**config.mk**
```make
export PLATFORM = sky130hd
export DESIGN_NAME = zports_top
export DESIGN_NICKNAME = d
export VERILOG_FILES = /design/src/source/zport_pkg.sv /design/src/source/evo_config_port.sv /design/src/source/io_strobe.sv /design/src/source/paging_ports.sv /design/src/source/port_decode.sv /design/src/source/ula_port.sv /design/src/source/zports_top.sv
export SDC_FILE = /design/constraint.sdc
export NUM_CORES = 1
export LEC_CHECK = 0
export ABC_AREA = 1
export BUFFER_PORTS_ARGS = -buffer_cell sky130_fd_sc_hd__buf_2
export CORE_MARGIN = 2
export CORE_UTILIZATION = 45
export DETAILED_ROUTE_END_ITERATION = 10
export MAX_ROUTING_LAYER = met4
export PLACE_DENSITY = 0.84
export SYNTH_ARGS = -nofsm -noshare
export SYNTH_HDL_FRONTEND = slang
export SYNTH_SLANG_ARGS = --single-unit
```
**constraint.sdc**
```tcl
create_clock -name zclk -period 1.6 [get_ports zclk]
set_input_delay 0.32 -clock zclk [delete_from_list [all_inputs] [get_ports zclk]]
set_output_delay 0.32 -clock zclk [all_outputs]
set_load 0.02 [all_outputs]
```
**src/source/zport_pkg.sv**
```systemverilog
////////////////////
// constants and types shared by the z80 port modules
// port addresses, select codes and bus widths
////////////////////

package zport_pkg;

	// bus widths
	localparam int ADDR_W = 16;
	localparam int DATA_W = 8;
	localparam int KEYS_W = 5;

	// default depth of the rom bit reset synchronizer
	localparam int RST_SYNC_DEF = 2;

	////////////////////
	// low address bytes
	////////////////////
	localparam logic [7:0] PORT_FE = 8'hFE; // ula border, keys, tape
	localparam logic [7:0] PORT_FD = 8'hFD; // 7ffd memory paging
	localparam logic [7:0] PORT_F7 = 8'hF7; // eff7 pentagon 1m paging
	localparam logic [7:0] PORT_BF = 8'hBF; // evo config
	localparam logic [7:0] PORT_BE = 8'hBE; // config readback, nmi end

	// upper border bits forced by an fe write
	localparam logic [4:0] BORDER_FE_FILL = 5'b11110;

	// a[11:8] values picking the be readback source
	localparam logic [3:0] BE_SEL_7FFD = 4'hA;
	localparam logic [3:0] BE_SEL_EFF7 = 4'hB;

	// value seen on the data bus when nothing drives it
	localparam logic [DATA_W-1:0] BUS_IDLE = 8'hFF;

	// target port of the current access
	typedef enum logic [2:0]
	{
		SEL_NONE = 3'd0,
		SEL_FE   = 3'd1,
		SEL_7FFD = 3'd2,
		SEL_EFF7 = 3'd3,
		SEL_BF   = 3'd4,
		SEL_BE   = 3'd5
	} port_sel_e;

endpackage

```
**src/source/evo_config_port.sv**
```systemverilog
////////////////////
// evo config port bf and readback port be
// be write also ends the nmi request
////////////////////
`timescale 1ns/1ps

module evo_config_port
(
	input  logic                         zclk,
	input  logic                         rst_n,
	input  zport_pkg::port_sel_e         port_sel,
	input  logic                         port_wr,
	input  logic [zport_pkg::DATA_W-1:0] din,
	input  logic                         dos,
	input  logic [3:0]                   a_hi,      // a[11:8]
	input  logic [zport_pkg::DATA_W-1:0] p7ffd_raw,
	input  logic [zport_pkg::DATA_W-1:0] peff7_raw,
	output logic                         shadow,
	output logic                         romrw_en,
	output logic                         fntw_en,
	output logic                         set_nmi,
	output logic [zport_pkg::DATA_W-1:0] bf_rdata,
	output logic [zport_pkg::DATA_W-1:0] be_rdata
);

	import zport_pkg::*;

	logic shadow_en;
	logic bf_wr;
	logic be_wr;

	assign bf_wr = (port_sel == SEL_BF) && port_wr;
	assign be_wr = (port_sel == SEL_BE) && port_wr;

	always_ff @(posedge zclk, negedge rst_n)
	begin
		if (!rst_n)
		begin
			shadow_en <= 1'b0;
			romrw_en  <= 1'b0;
			fntw_en   <= 1'b0;
			set_nmi   <= 1'b0;
		end
		else if (bf_wr)
		begin
			shadow_en <= din[0];
			romrw_en  <= din[1];
			fntw_en   <= din[2];
			set_nmi   <= din[3];
		end
		else if (be_wr)
			set_nmi <= 1'b0; // nmi handler done
	end

	assign shadow   = dos | shadow_en;
	assign bf_rdata = {4'b0000, set_nmi, fntw_en, romrw_en, shadow_en};

	always_comb
	begin
		case (a_hi)
			BE_SEL_7FFD: be_rdata = p7ffd_raw;
			BE_SEL_EFF7: be_rdata = peff7_raw;
			default:     be_rdata = BUS_IDLE;
		endcase
	end

	a_be_clears_nmi : assert property (@(posedge zclk) disable iff (!rst_n)
		be_wr |=> !set_nmi)
		else $error("set_nmi survived a be write");

endmodule

```
**src/source/io_strobe.sv**
```systemverilog
////////////////////
// z80 i/o strobe edge detector
// one-cycle port_wr/port_rd pulses for the port peers
////////////////////
`timescale 1ns/1ps

module io_strobe
(
	input  logic zclk,
	input  logic rst_n,
	input  logic iorq_n,
	input  logic rd_n,
	input  logic wr_n,
	output logic port_wr,
	output logic port_rd
);

	logic       wr_lvl;
	logic       rd_lvl;
	logic [1:0] wr_q; // [0] newest sample
	logic [1:0] rd_q;

	assign wr_lvl = ~(iorq_n | wr_n);
	assign rd_lvl = ~(iorq_n | rd_n);

	// first edge samples the level, second one fires the pulse
	always_ff @(posedge zclk, negedge rst_n)
	begin
		if (!rst_n)
		begin
			wr_q    <= 2'b00;
			rd_q    <= 2'b00;
			port_wr <= 1'b0;
			port_rd <= 1'b0;
		end
		else
		begin
			wr_q    <= {wr_q[0], wr_lvl};
			rd_q    <= {rd_q[0], rd_lvl};
			port_wr <= wr_lvl & wr_q[0] & ~wr_q[1];
			port_rd <= rd_lvl & rd_q[0] & ~rd_q[1];
		end
	end

	a_no_rd_wr_overlap : assert property (@(posedge zclk) disable iff (!rst_n)
		!(port_wr && port_rd))
		else $error("port_wr and port_rd active together");

endmodule

```
**src/source/paging_ports.sv**
```systemverilog
////////////////////
// 7ffd and eff7 memory paging registers
// 48k lock, 1m lock and rom bit reload after reset
////////////////////
`timescale 1ns/1ps

module paging_ports
#(
	parameter int RST_SYNC_STAGES = zport_pkg::RST_SYNC_DEF
)
(
	input  logic                         zclk,
	input  logic                         rst_n,
	input  zport_pkg::port_sel_e         port_sel,
	input  logic                         port_wr,
	input  logic [zport_pkg::DATA_W-1:0] din,
	input  logic                         rstrom,
	output logic [zport_pkg::DATA_W-1:0] p7ffd,
	output logic [zport_pkg::DATA_W-1:0] peff7,
	output logic [zport_pkg::DATA_W-1:0] p7ffd_raw,
	output logic [zport_pkg::DATA_W-1:0] peff7_raw,
	output logic [5:0]                   pent1m_page,
	output logic [zport_pkg::DATA_W-1:0] paging_rdata
);

	import zport_pkg::*;

	logic [2:0] p7ffd_hi; // 7..5 extra page bits, bit 5 is the 48k lock
	logic       rom_q;    // 7ffd bit 4
	logic [3:0] p7ffd_lo; // 3 screen, 2..0 page
	logic [DATA_W-1:0] peff7_q;
	logic [RST_SYNC_STAGES-1:0] rst_sync;
	logic rom_reload;
	logic lock_1m;
	logic lock_7ffd;
	logic wr_7ffd;
	logic wr_eff7;

	if (RST_SYNC_STAGES < 2)
	begin : g_bad_sync
		$error("RST_SYNC_STAGES must be at least 2");
	end

	// reset synchronizer, held set during reset
	always_ff @(posedge zclk, negedge rst_n)
	begin
		if (!rst_n)
			rst_sync <= '1;
		else
			rst_sync <= {rst_sync[RST_SYNC_STAGES-2:0], 1'b0};
	end

	assign rom_reload = rst_sync[RST_SYNC_STAGES-1];

	assign lock_1m   = peff7_q[2];
	assign lock_7ffd = p7ffd_hi[0] & lock_1m;
	assign wr_7ffd   = (port_sel == SEL_7FFD) && port_wr && !lock_7ffd;
	assign wr_eff7   = (port_sel == SEL_EFF7) && port_wr;

	////////////////////
	// registers
	////////////////////
	always_ff @(posedge zclk, negedge rst_n)
	begin
		if (!rst_n)
		begin
			p7ffd_hi <= '0;
			p7ffd_lo <= '0;
			peff7_q  <= '0;
		end
		else
		begin
			if (wr_7ffd)
			begin
				p7ffd_hi <= din[7:5];
				p7ffd_lo <= din[3:0];
			end
			if (wr_eff7)
				peff7_q <= din;
		end
	end

	// rom bit tracks rstrom until the synchronizer lets go
	always_ff @(posedge zclk)
	begin
		if (rom_reload)
			rom_q <= rstrom;
		else if (wr_7ffd)
			rom_q <= din[4];
	end

	assign p7ffd_raw = {p7ffd_hi, rom_q, p7ffd_lo};
	assign peff7_raw = peff7_q;

	assign p7ffd = {(lock_1m ? 3'b000 : p7ffd_hi), rom_q, p7ffd_lo};
	assign peff7 = lock_1m ? {peff7_q[7], 1'b0, peff7_q[5:4], 3'b000, peff7_q[0]} : peff7_q;

	assign pent1m_page  = {p7ffd_hi, p7ffd_lo[2:0]};
	assign paging_rdata = BUS_IDLE; // write-only ports

	a_locked_7ffd : assert property (@(posedge zclk) disable iff (!rst_n)
		(port_sel == SEL_7FFD && port_wr && lock_7ffd && !rom_reload) |=> $stable(p7ffd_raw))
		else $error("locked 7ffd write changed the register");

endmodule

```
**src/source/port_decode.sv**
```systemverilog
////////////////////
// address decoder and shared read bus
// names the target port and muxes its byte onto dout
////////////////////
`timescale 1ns/1ps

module port_decode
(
	input  logic [zport_pkg::ADDR_W-1:0] a,
	input  logic                         iorq_n,
	input  logic                         rd_n,
	input  logic                         shadow,
	input  logic [zport_pkg::DATA_W-1:0] fe_rdata,
	input  logic [zport_pkg::DATA_W-1:0] paging_rdata,
	input  logic [zport_pkg::DATA_W-1:0] bf_rdata,
	input  logic [zport_pkg::DATA_W-1:0] be_rdata,
	output zport_pkg::port_sel_e         port_sel,
	output logic                         porthit,
	output logic                         dataout,
	output logic [zport_pkg::DATA_W-1:0] dout
);

	import zport_pkg::*;

	logic [7:0] loa;

	assign loa = a[7:0];

	////////////////////
	// port select
	////////////////////
	always_comb
	begin
		port_sel = SEL_NONE;
		case (loa)
			PORT_FE:
				port_sel = SEL_FE;
			PORT_FD:
				if (!a[15])
					port_sel = SEL_7FFD; // fffd/bffd belong to the ay
			PORT_F7:
				if (a[8] && !a[12] && !shadow)
					port_sel = SEL_EFF7; // eff7 hidden in shadow mode
			PORT_BF:
				port_sel = SEL_BF;
			PORT_BE:
				port_sel = SEL_BE;
			default:
				port_sel = SEL_NONE;
		endcase
	end

	assign porthit = (port_sel != SEL_NONE);
	assign dataout = porthit & ~iorq_n & ~rd_n; // we own the bus on an io read

	////////////////////
	// read mux
	////////////////////
	always_comb
	begin
		case (port_sel)
			SEL_FE:             dout = fe_rdata;
			SEL_7FFD, SEL_EFF7: dout = paging_rdata;
			SEL_BF:             dout = bf_rdata;
			SEL_BE:             dout = be_rdata;
			default:            dout = BUS_IDLE;
		endcase
	end

endmodule

```
**src/source/ula_port.sv**
```systemverilog
////////////////////
// port fe, border write and keyboard/tape read
////////////////////
`timescale 1ns/1ps

module ula_port
(
	input  logic                         zclk,
	input  logic                         rst_n,
	input  zport_pkg::port_sel_e         port_sel,
	input  logic                         port_wr,
	input  logic [zport_pkg::DATA_W-1:0] din,
	input  logic [zport_pkg::KEYS_W-1:0] keys_in,
	input  logic                         tape_read,
	output logic [zport_pkg::DATA_W-1:0] border,
	output logic [zport_pkg::DATA_W-1:0] fe_rdata
);

	import zport_pkg::*;

	logic fe_wr;

	assign fe_wr = (port_sel == SEL_FE) && port_wr;

	always_ff @(posedge zclk, negedge rst_n)
	begin
		if (!rst_n)
			border <= '0;
		else if (fe_wr)
			border <= {BORDER_FE_FILL, din[2:0]}; // only the colour bits come from the cpu
	end

	// bit 5 is the unused ear line, reads 0
	assign fe_rdata = {1'b1, tape_read, 1'b0, keys_in};

endmodule

```
**src/source/zports_top.sv**
```systemverilog
////////////////////
// z80 port block top, strobes + decoder + port peers
////////////////////
`timescale 1ns/1ps

module zports_top
#(
	parameter int RST_SYNC_STAGES = zport_pkg::RST_SYNC_DEF
)
(
	input  logic                         zclk,
	input  logic                         rst_n,
	input  logic [zport_pkg::ADDR_W-1:0] a,
	input  logic [zport_pkg::DATA_W-1:0] din,
	input  logic                         iorq_n,
	input  logic                         rd_n,
	input  logic                         wr_n,
	input  logic                         dos,
	input  logic [zport_pkg::KEYS_W-1:0] keys_in,
	input  logic                         tape_read,
	input  logic                         rstrom,
	output logic [zport_pkg::DATA_W-1:0] dout,
	output logic                         dataout,
	output logic                         porthit,
	output logic [zport_pkg::DATA_W-1:0] border,
	output logic [zport_pkg::DATA_W-1:0] p7ffd,
	output logic [zport_pkg::DATA_W-1:0] peff7,
	output logic [5:0]                   pent1m_page,
	output logic                         romrw_en,
	output logic                         fntw_en,
	output logic                         set_nmi
);

	import zport_pkg::*;

	port_sel_e         port_sel;
	logic              port_wr;
	logic              shadow;
	logic [DATA_W-1:0] fe_rdata;
	logic [DATA_W-1:0] paging_rdata;
	logic [DATA_W-1:0] bf_rdata;
	logic [DATA_W-1:0] be_rdata;
	logic [DATA_W-1:0] p7ffd_raw;
	logic [DATA_W-1:0] peff7_raw;

	io_strobe u_strobe
	(
		.zclk    (zclk),
		.rst_n   (rst_n),
		.iorq_n  (iorq_n),
		.rd_n    (rd_n),
		.wr_n    (wr_n),
		.port_wr (port_wr),
		.port_rd ()         // no read side effects in these ports
	);

	port_decode u_decode
	(
		.a            (a),
		.iorq_n       (iorq_n),
		.rd_n         (rd_n),
		.shadow       (shadow),
		.fe_rdata     (fe_rdata),
		.paging_rdata (paging_rdata),
		.bf_rdata     (bf_rdata),
		.be_rdata     (be_rdata),
		.port_sel     (port_sel),
		.porthit      (porthit),
		.dataout      (dataout),
		.dout         (dout)
	);

	ula_port u_ula
	(
		.zclk      (zclk),
		.rst_n     (rst_n),
		.port_sel  (port_sel),
		.port_wr   (port_wr),
		.din       (din),
		.keys_in   (keys_in),
		.tape_read (tape_read),
		.border    (border),
		.fe_rdata  (fe_rdata)
	);

	paging_ports #(.RST_SYNC_STAGES(RST_SYNC_STAGES)) u_paging
	(
		.zclk         (zclk),
		.rst_n        (rst_n),
		.port_sel     (port_sel),
		.port_wr      (port_wr),
		.din          (din),
		.rstrom       (rstrom),
		.p7ffd        (p7ffd),
		.peff7        (peff7),
		.p7ffd_raw    (p7ffd_raw),
		.peff7_raw    (peff7_raw),
		.pent1m_page  (pent1m_page),
		.paging_rdata (paging_rdata)
	);

	evo_config_port u_config
	(
		.zclk      (zclk),
		.rst_n     (rst_n),
		.port_sel  (port_sel),
		.port_wr   (port_wr),
		.din       (din),
		.dos       (dos),
		.a_hi      (a[11:8]),
		.p7ffd_raw (p7ffd_raw),
		.peff7_raw (peff7_raw),
		.shadow    (shadow),
		.romrw_en  (romrw_en),
		.fntw_en   (fntw_en),
		.set_nmi   (set_nmi),
		.bf_rdata  (bf_rdata),
		.be_rdata  (be_rdata)
	);

endmodule

```
==> qor.csv <==
metric,value,unit
DRC viols,0,
core area,3660,um2
Via density,4.72,
CTS root buffer,clkbuf_8,
Worst R2R Start,u_config.shadow_en,
"commonest non-fill, non-tap cell in the layout",nand2_1,
vias in the first global route,1659,
"Hold Violations, Final",0,
fin crit period,1.84,ns
gpl congestion,0.868,
Max-slew headroom,0.571,
main combinational cell family by area after synthesis,simple AND/OR/NAND/NOR gates,
# diodes,0,
Worst Skew,0.00468,ns
post-route design area,2480,um2
row count,22,
f_max,544,MHz
sequential share of the synthesized area,0.425,
crit-path max FO,3,
Sink Count,29,
CTS tree,yes,
Max Cap Viol,0,
P_leak,1.42,nW
"FF+latch count, synth",29,
Worst Path Arrival,1.52,ns
post-synthesis mux area share,0,
Overall Power,1.61,mW
Final setup viols,7,
ratio of cells with drive above 1 in the final layout,0.452,
Global Route Usage Sum,0.222,
Detailed Route Iter0 Violations,83,
simple-gate share of the synthesized area,0.358,
synth unique cells,27,
cell count after placement,355,
Least-Margin Pin Slew,0.643,ns
clock latency at the later pin of the worst-skew pair,0.29,ns
hpwl dp,3.22,mm
final WL,4.43,mm
fin worst setup slack,-0.237,ns
"commonest non-fill, non-tap cells in the layout","nand2_1 (67), buf_2 (62), buf_4 (26), dfrtp_1 (26), inv_1 (24)",
total number of vias,1740,
hold buffer count at CTS,0,
critical path class,reg2out,
Port Buf Inserts,75,
initial core utilization,0.471,
Critical path origin,u_config.shadow_en,
RSZ-0062 raised after global routing,yes,
Die X,65.9,um
Synth Area in Compound Gates,0.0820,
largest net degree at the start of global routing,29,
number of antenna violations at the first check in global routing,0,
Detail Route Antenna Nets,0,
Crit path required time,1.28,ns
Clock Tree Buf Depth,2,
Setup crit end kind,output pin,
"Cell Area, Placed",2180,um2
max-slew violations,0,
period utilisation layout,1.15,
I/O pins,80,
final hold slack,0.0567,ns
global-route wire length before repair,7.13,mm
Cells after Synth,229,
Synth Area in Adders,0,
H-tree Lvls,2,
failing checks,setup timing,
Post-Syn Area,1720,um2
Die Area,4340,um2
Routed WL per cell,12.0,um
Pwr Density,650,nW/um2
crit start category,flip-flop,
XOR/XNOR Fraction of Synth Area,0,
mean post-synth cell area,7.53,um2
Nets,357,
Die H,65.9,um
clock slew at reported path FFs,0.06,ns
gr ovfl total,0,
final cell count without fillers,369,
status,finished with violations,
first drt pass iteration count,4,
layout overhead on the synthesized area,43.8,%
peak supply drop,413,uV
total CTS buffers,5,
Hold Path Class,in2async,
Yosys warnings,0,
## stage by stage
stage	setup WS (ns)	utilization	TNS, ns
3_3_place_gp	-0.106	0.596	-0.605
5_1_grt	-0.344	0.677	-2.01
6_report	-0.237	0.677	-1.35
3_5_place_dp	-0.154	0.596	-1.07
2_1_floorplan	0.00796	-	0
4_1_cts	-0.303	0.660	-1.95
## flip-flops by register name, indices dropped and copies added (netlist names)
signal / cells
u_paging.p7ffd_lo: 4
u_config.romrw_en: 1
u_paging.rom_q: 1
u_strobe.port_wr: 1
u_config.fntw_en: 1
u_paging.rst_sync: 2
u_config.set_nmi: 1
u_paging.p7ffd_hi: 3
u_paging.peff7_raw: 8
u_strobe.wr_q: 2
u_config.shadow_en: 1
u_ula.border: 4
## final timing paths
kind                                    endpoint  slack, ns  cells after the start
max in group asynchronous   u_paging.p7ffd_lo[1]       1.13                      1
hold reg to reg             u_paging.rst_sync[1]       0.36                      0
setup reg to reg           u_paging.peff7_raw[5]       0.17                      8
hold / removal                   u_ula.border[2]       0.06                      1
min in group zclk               u_strobe.wr_q[0]       0.19                      2
setup / recovery                         dataout      -0.24                      9
## layer usage
layer,GRT usage,wire length (um),vias to the layer above
met1,0.248,1800,791
li1,-,-,883
met2,0.389,2280,59
met4,0.0703,45,0
met5,-,0,-
met3,0.0545,301,7
## layout make-up
cell class	count	area [um2]
Timing Repair Buffer	98	631
Inverter	28	108
Clock buffer	7	96.3
Clock inverter	1	5.00
Fill cell	323	1180
Multi-Input combinational cell	158	847
Tap cell	48	60.1
Sequential cell	29	733
## Yosys cell counts
cell type | number | area share
a21oi_1 | 2 | 0.0058
dfstp_2 | 2 | 0.030
inv_1 | 27 | 0.059
nand3_1 | 14 | 0.041
edfxtp_1 | 1 | 0.017
nand2_4 | 1 | 0.0065
or2_2 | 2 | 0.0073
nand3_4 | 2 | 0.020
o21ai_2 | 3 | 0.015
o21ai_0 | 15 | 0.044
nor2_4 | 5 | 0.033
o21ai_1 | 1 | 0.0029
clkbuf_1 | 1 | 0.0022
conb_1 | 1 | 0.0022
nand2_2 | 5 | 0.018
nand3_2 | 1 | 0.0058
nor2_1 | 22 | 0.048
nand3b_1 | 1 | 0.0044
nand4_1 | 1 | 0.0036
buf_4 | 13 | 0.057
nand2_1 | 72 | 0.16
o22ai_1 | 4 | 0.015
nor3_1 | 1 | 0.0029
dfrtp_1 | 26 | 0.38
nor2_2 | 3 | 0.011
clkinv_1 | 1 | 0.0022
buf_6 | 2 | 0.013
## critical path, stage by stage (launching register included)
cell     delay [ns]
dfrtp_1        0.38
inv_1          0.06
nand2_1        0.05
nor2_2         0.13
nand3_4        0.11
nand3_4        0.09
buf_6          0.11
nor2_4         0.04
a21oi_2        0.11
buf_4          0.15
## kinds of logic (layout without fill, tap and decap cells)
group                  Yosys count  in the layout
other                            1              3
AO/OA/AOI/OAI                   25             25
AND/OR/NAND/NOR                130            130
flip-flops                      29             29
buffers and inverters           44            134
## power breakdown
part | total, mW | internal (mW) | switching (mW) | leakage [nW]
logic | 0.182 | 0.0789 | 0.103 | 0.996
clock network | 0.674 | 0.388 | 0.286 | 0.0542
registers | 0.756 | 0.750 | 0.00571 | 0.371
total | 1.61 | 1.22 | 0.395 | 1.42
## repair_timing
action / in CTS / in global routing
pin swaps: 10 / 9
buffers inserted: 2 / 5
setup endpoints to repair: 10 / 10
gates resized for setup: 36 / 13
Power figures use the tool's default switching activity.
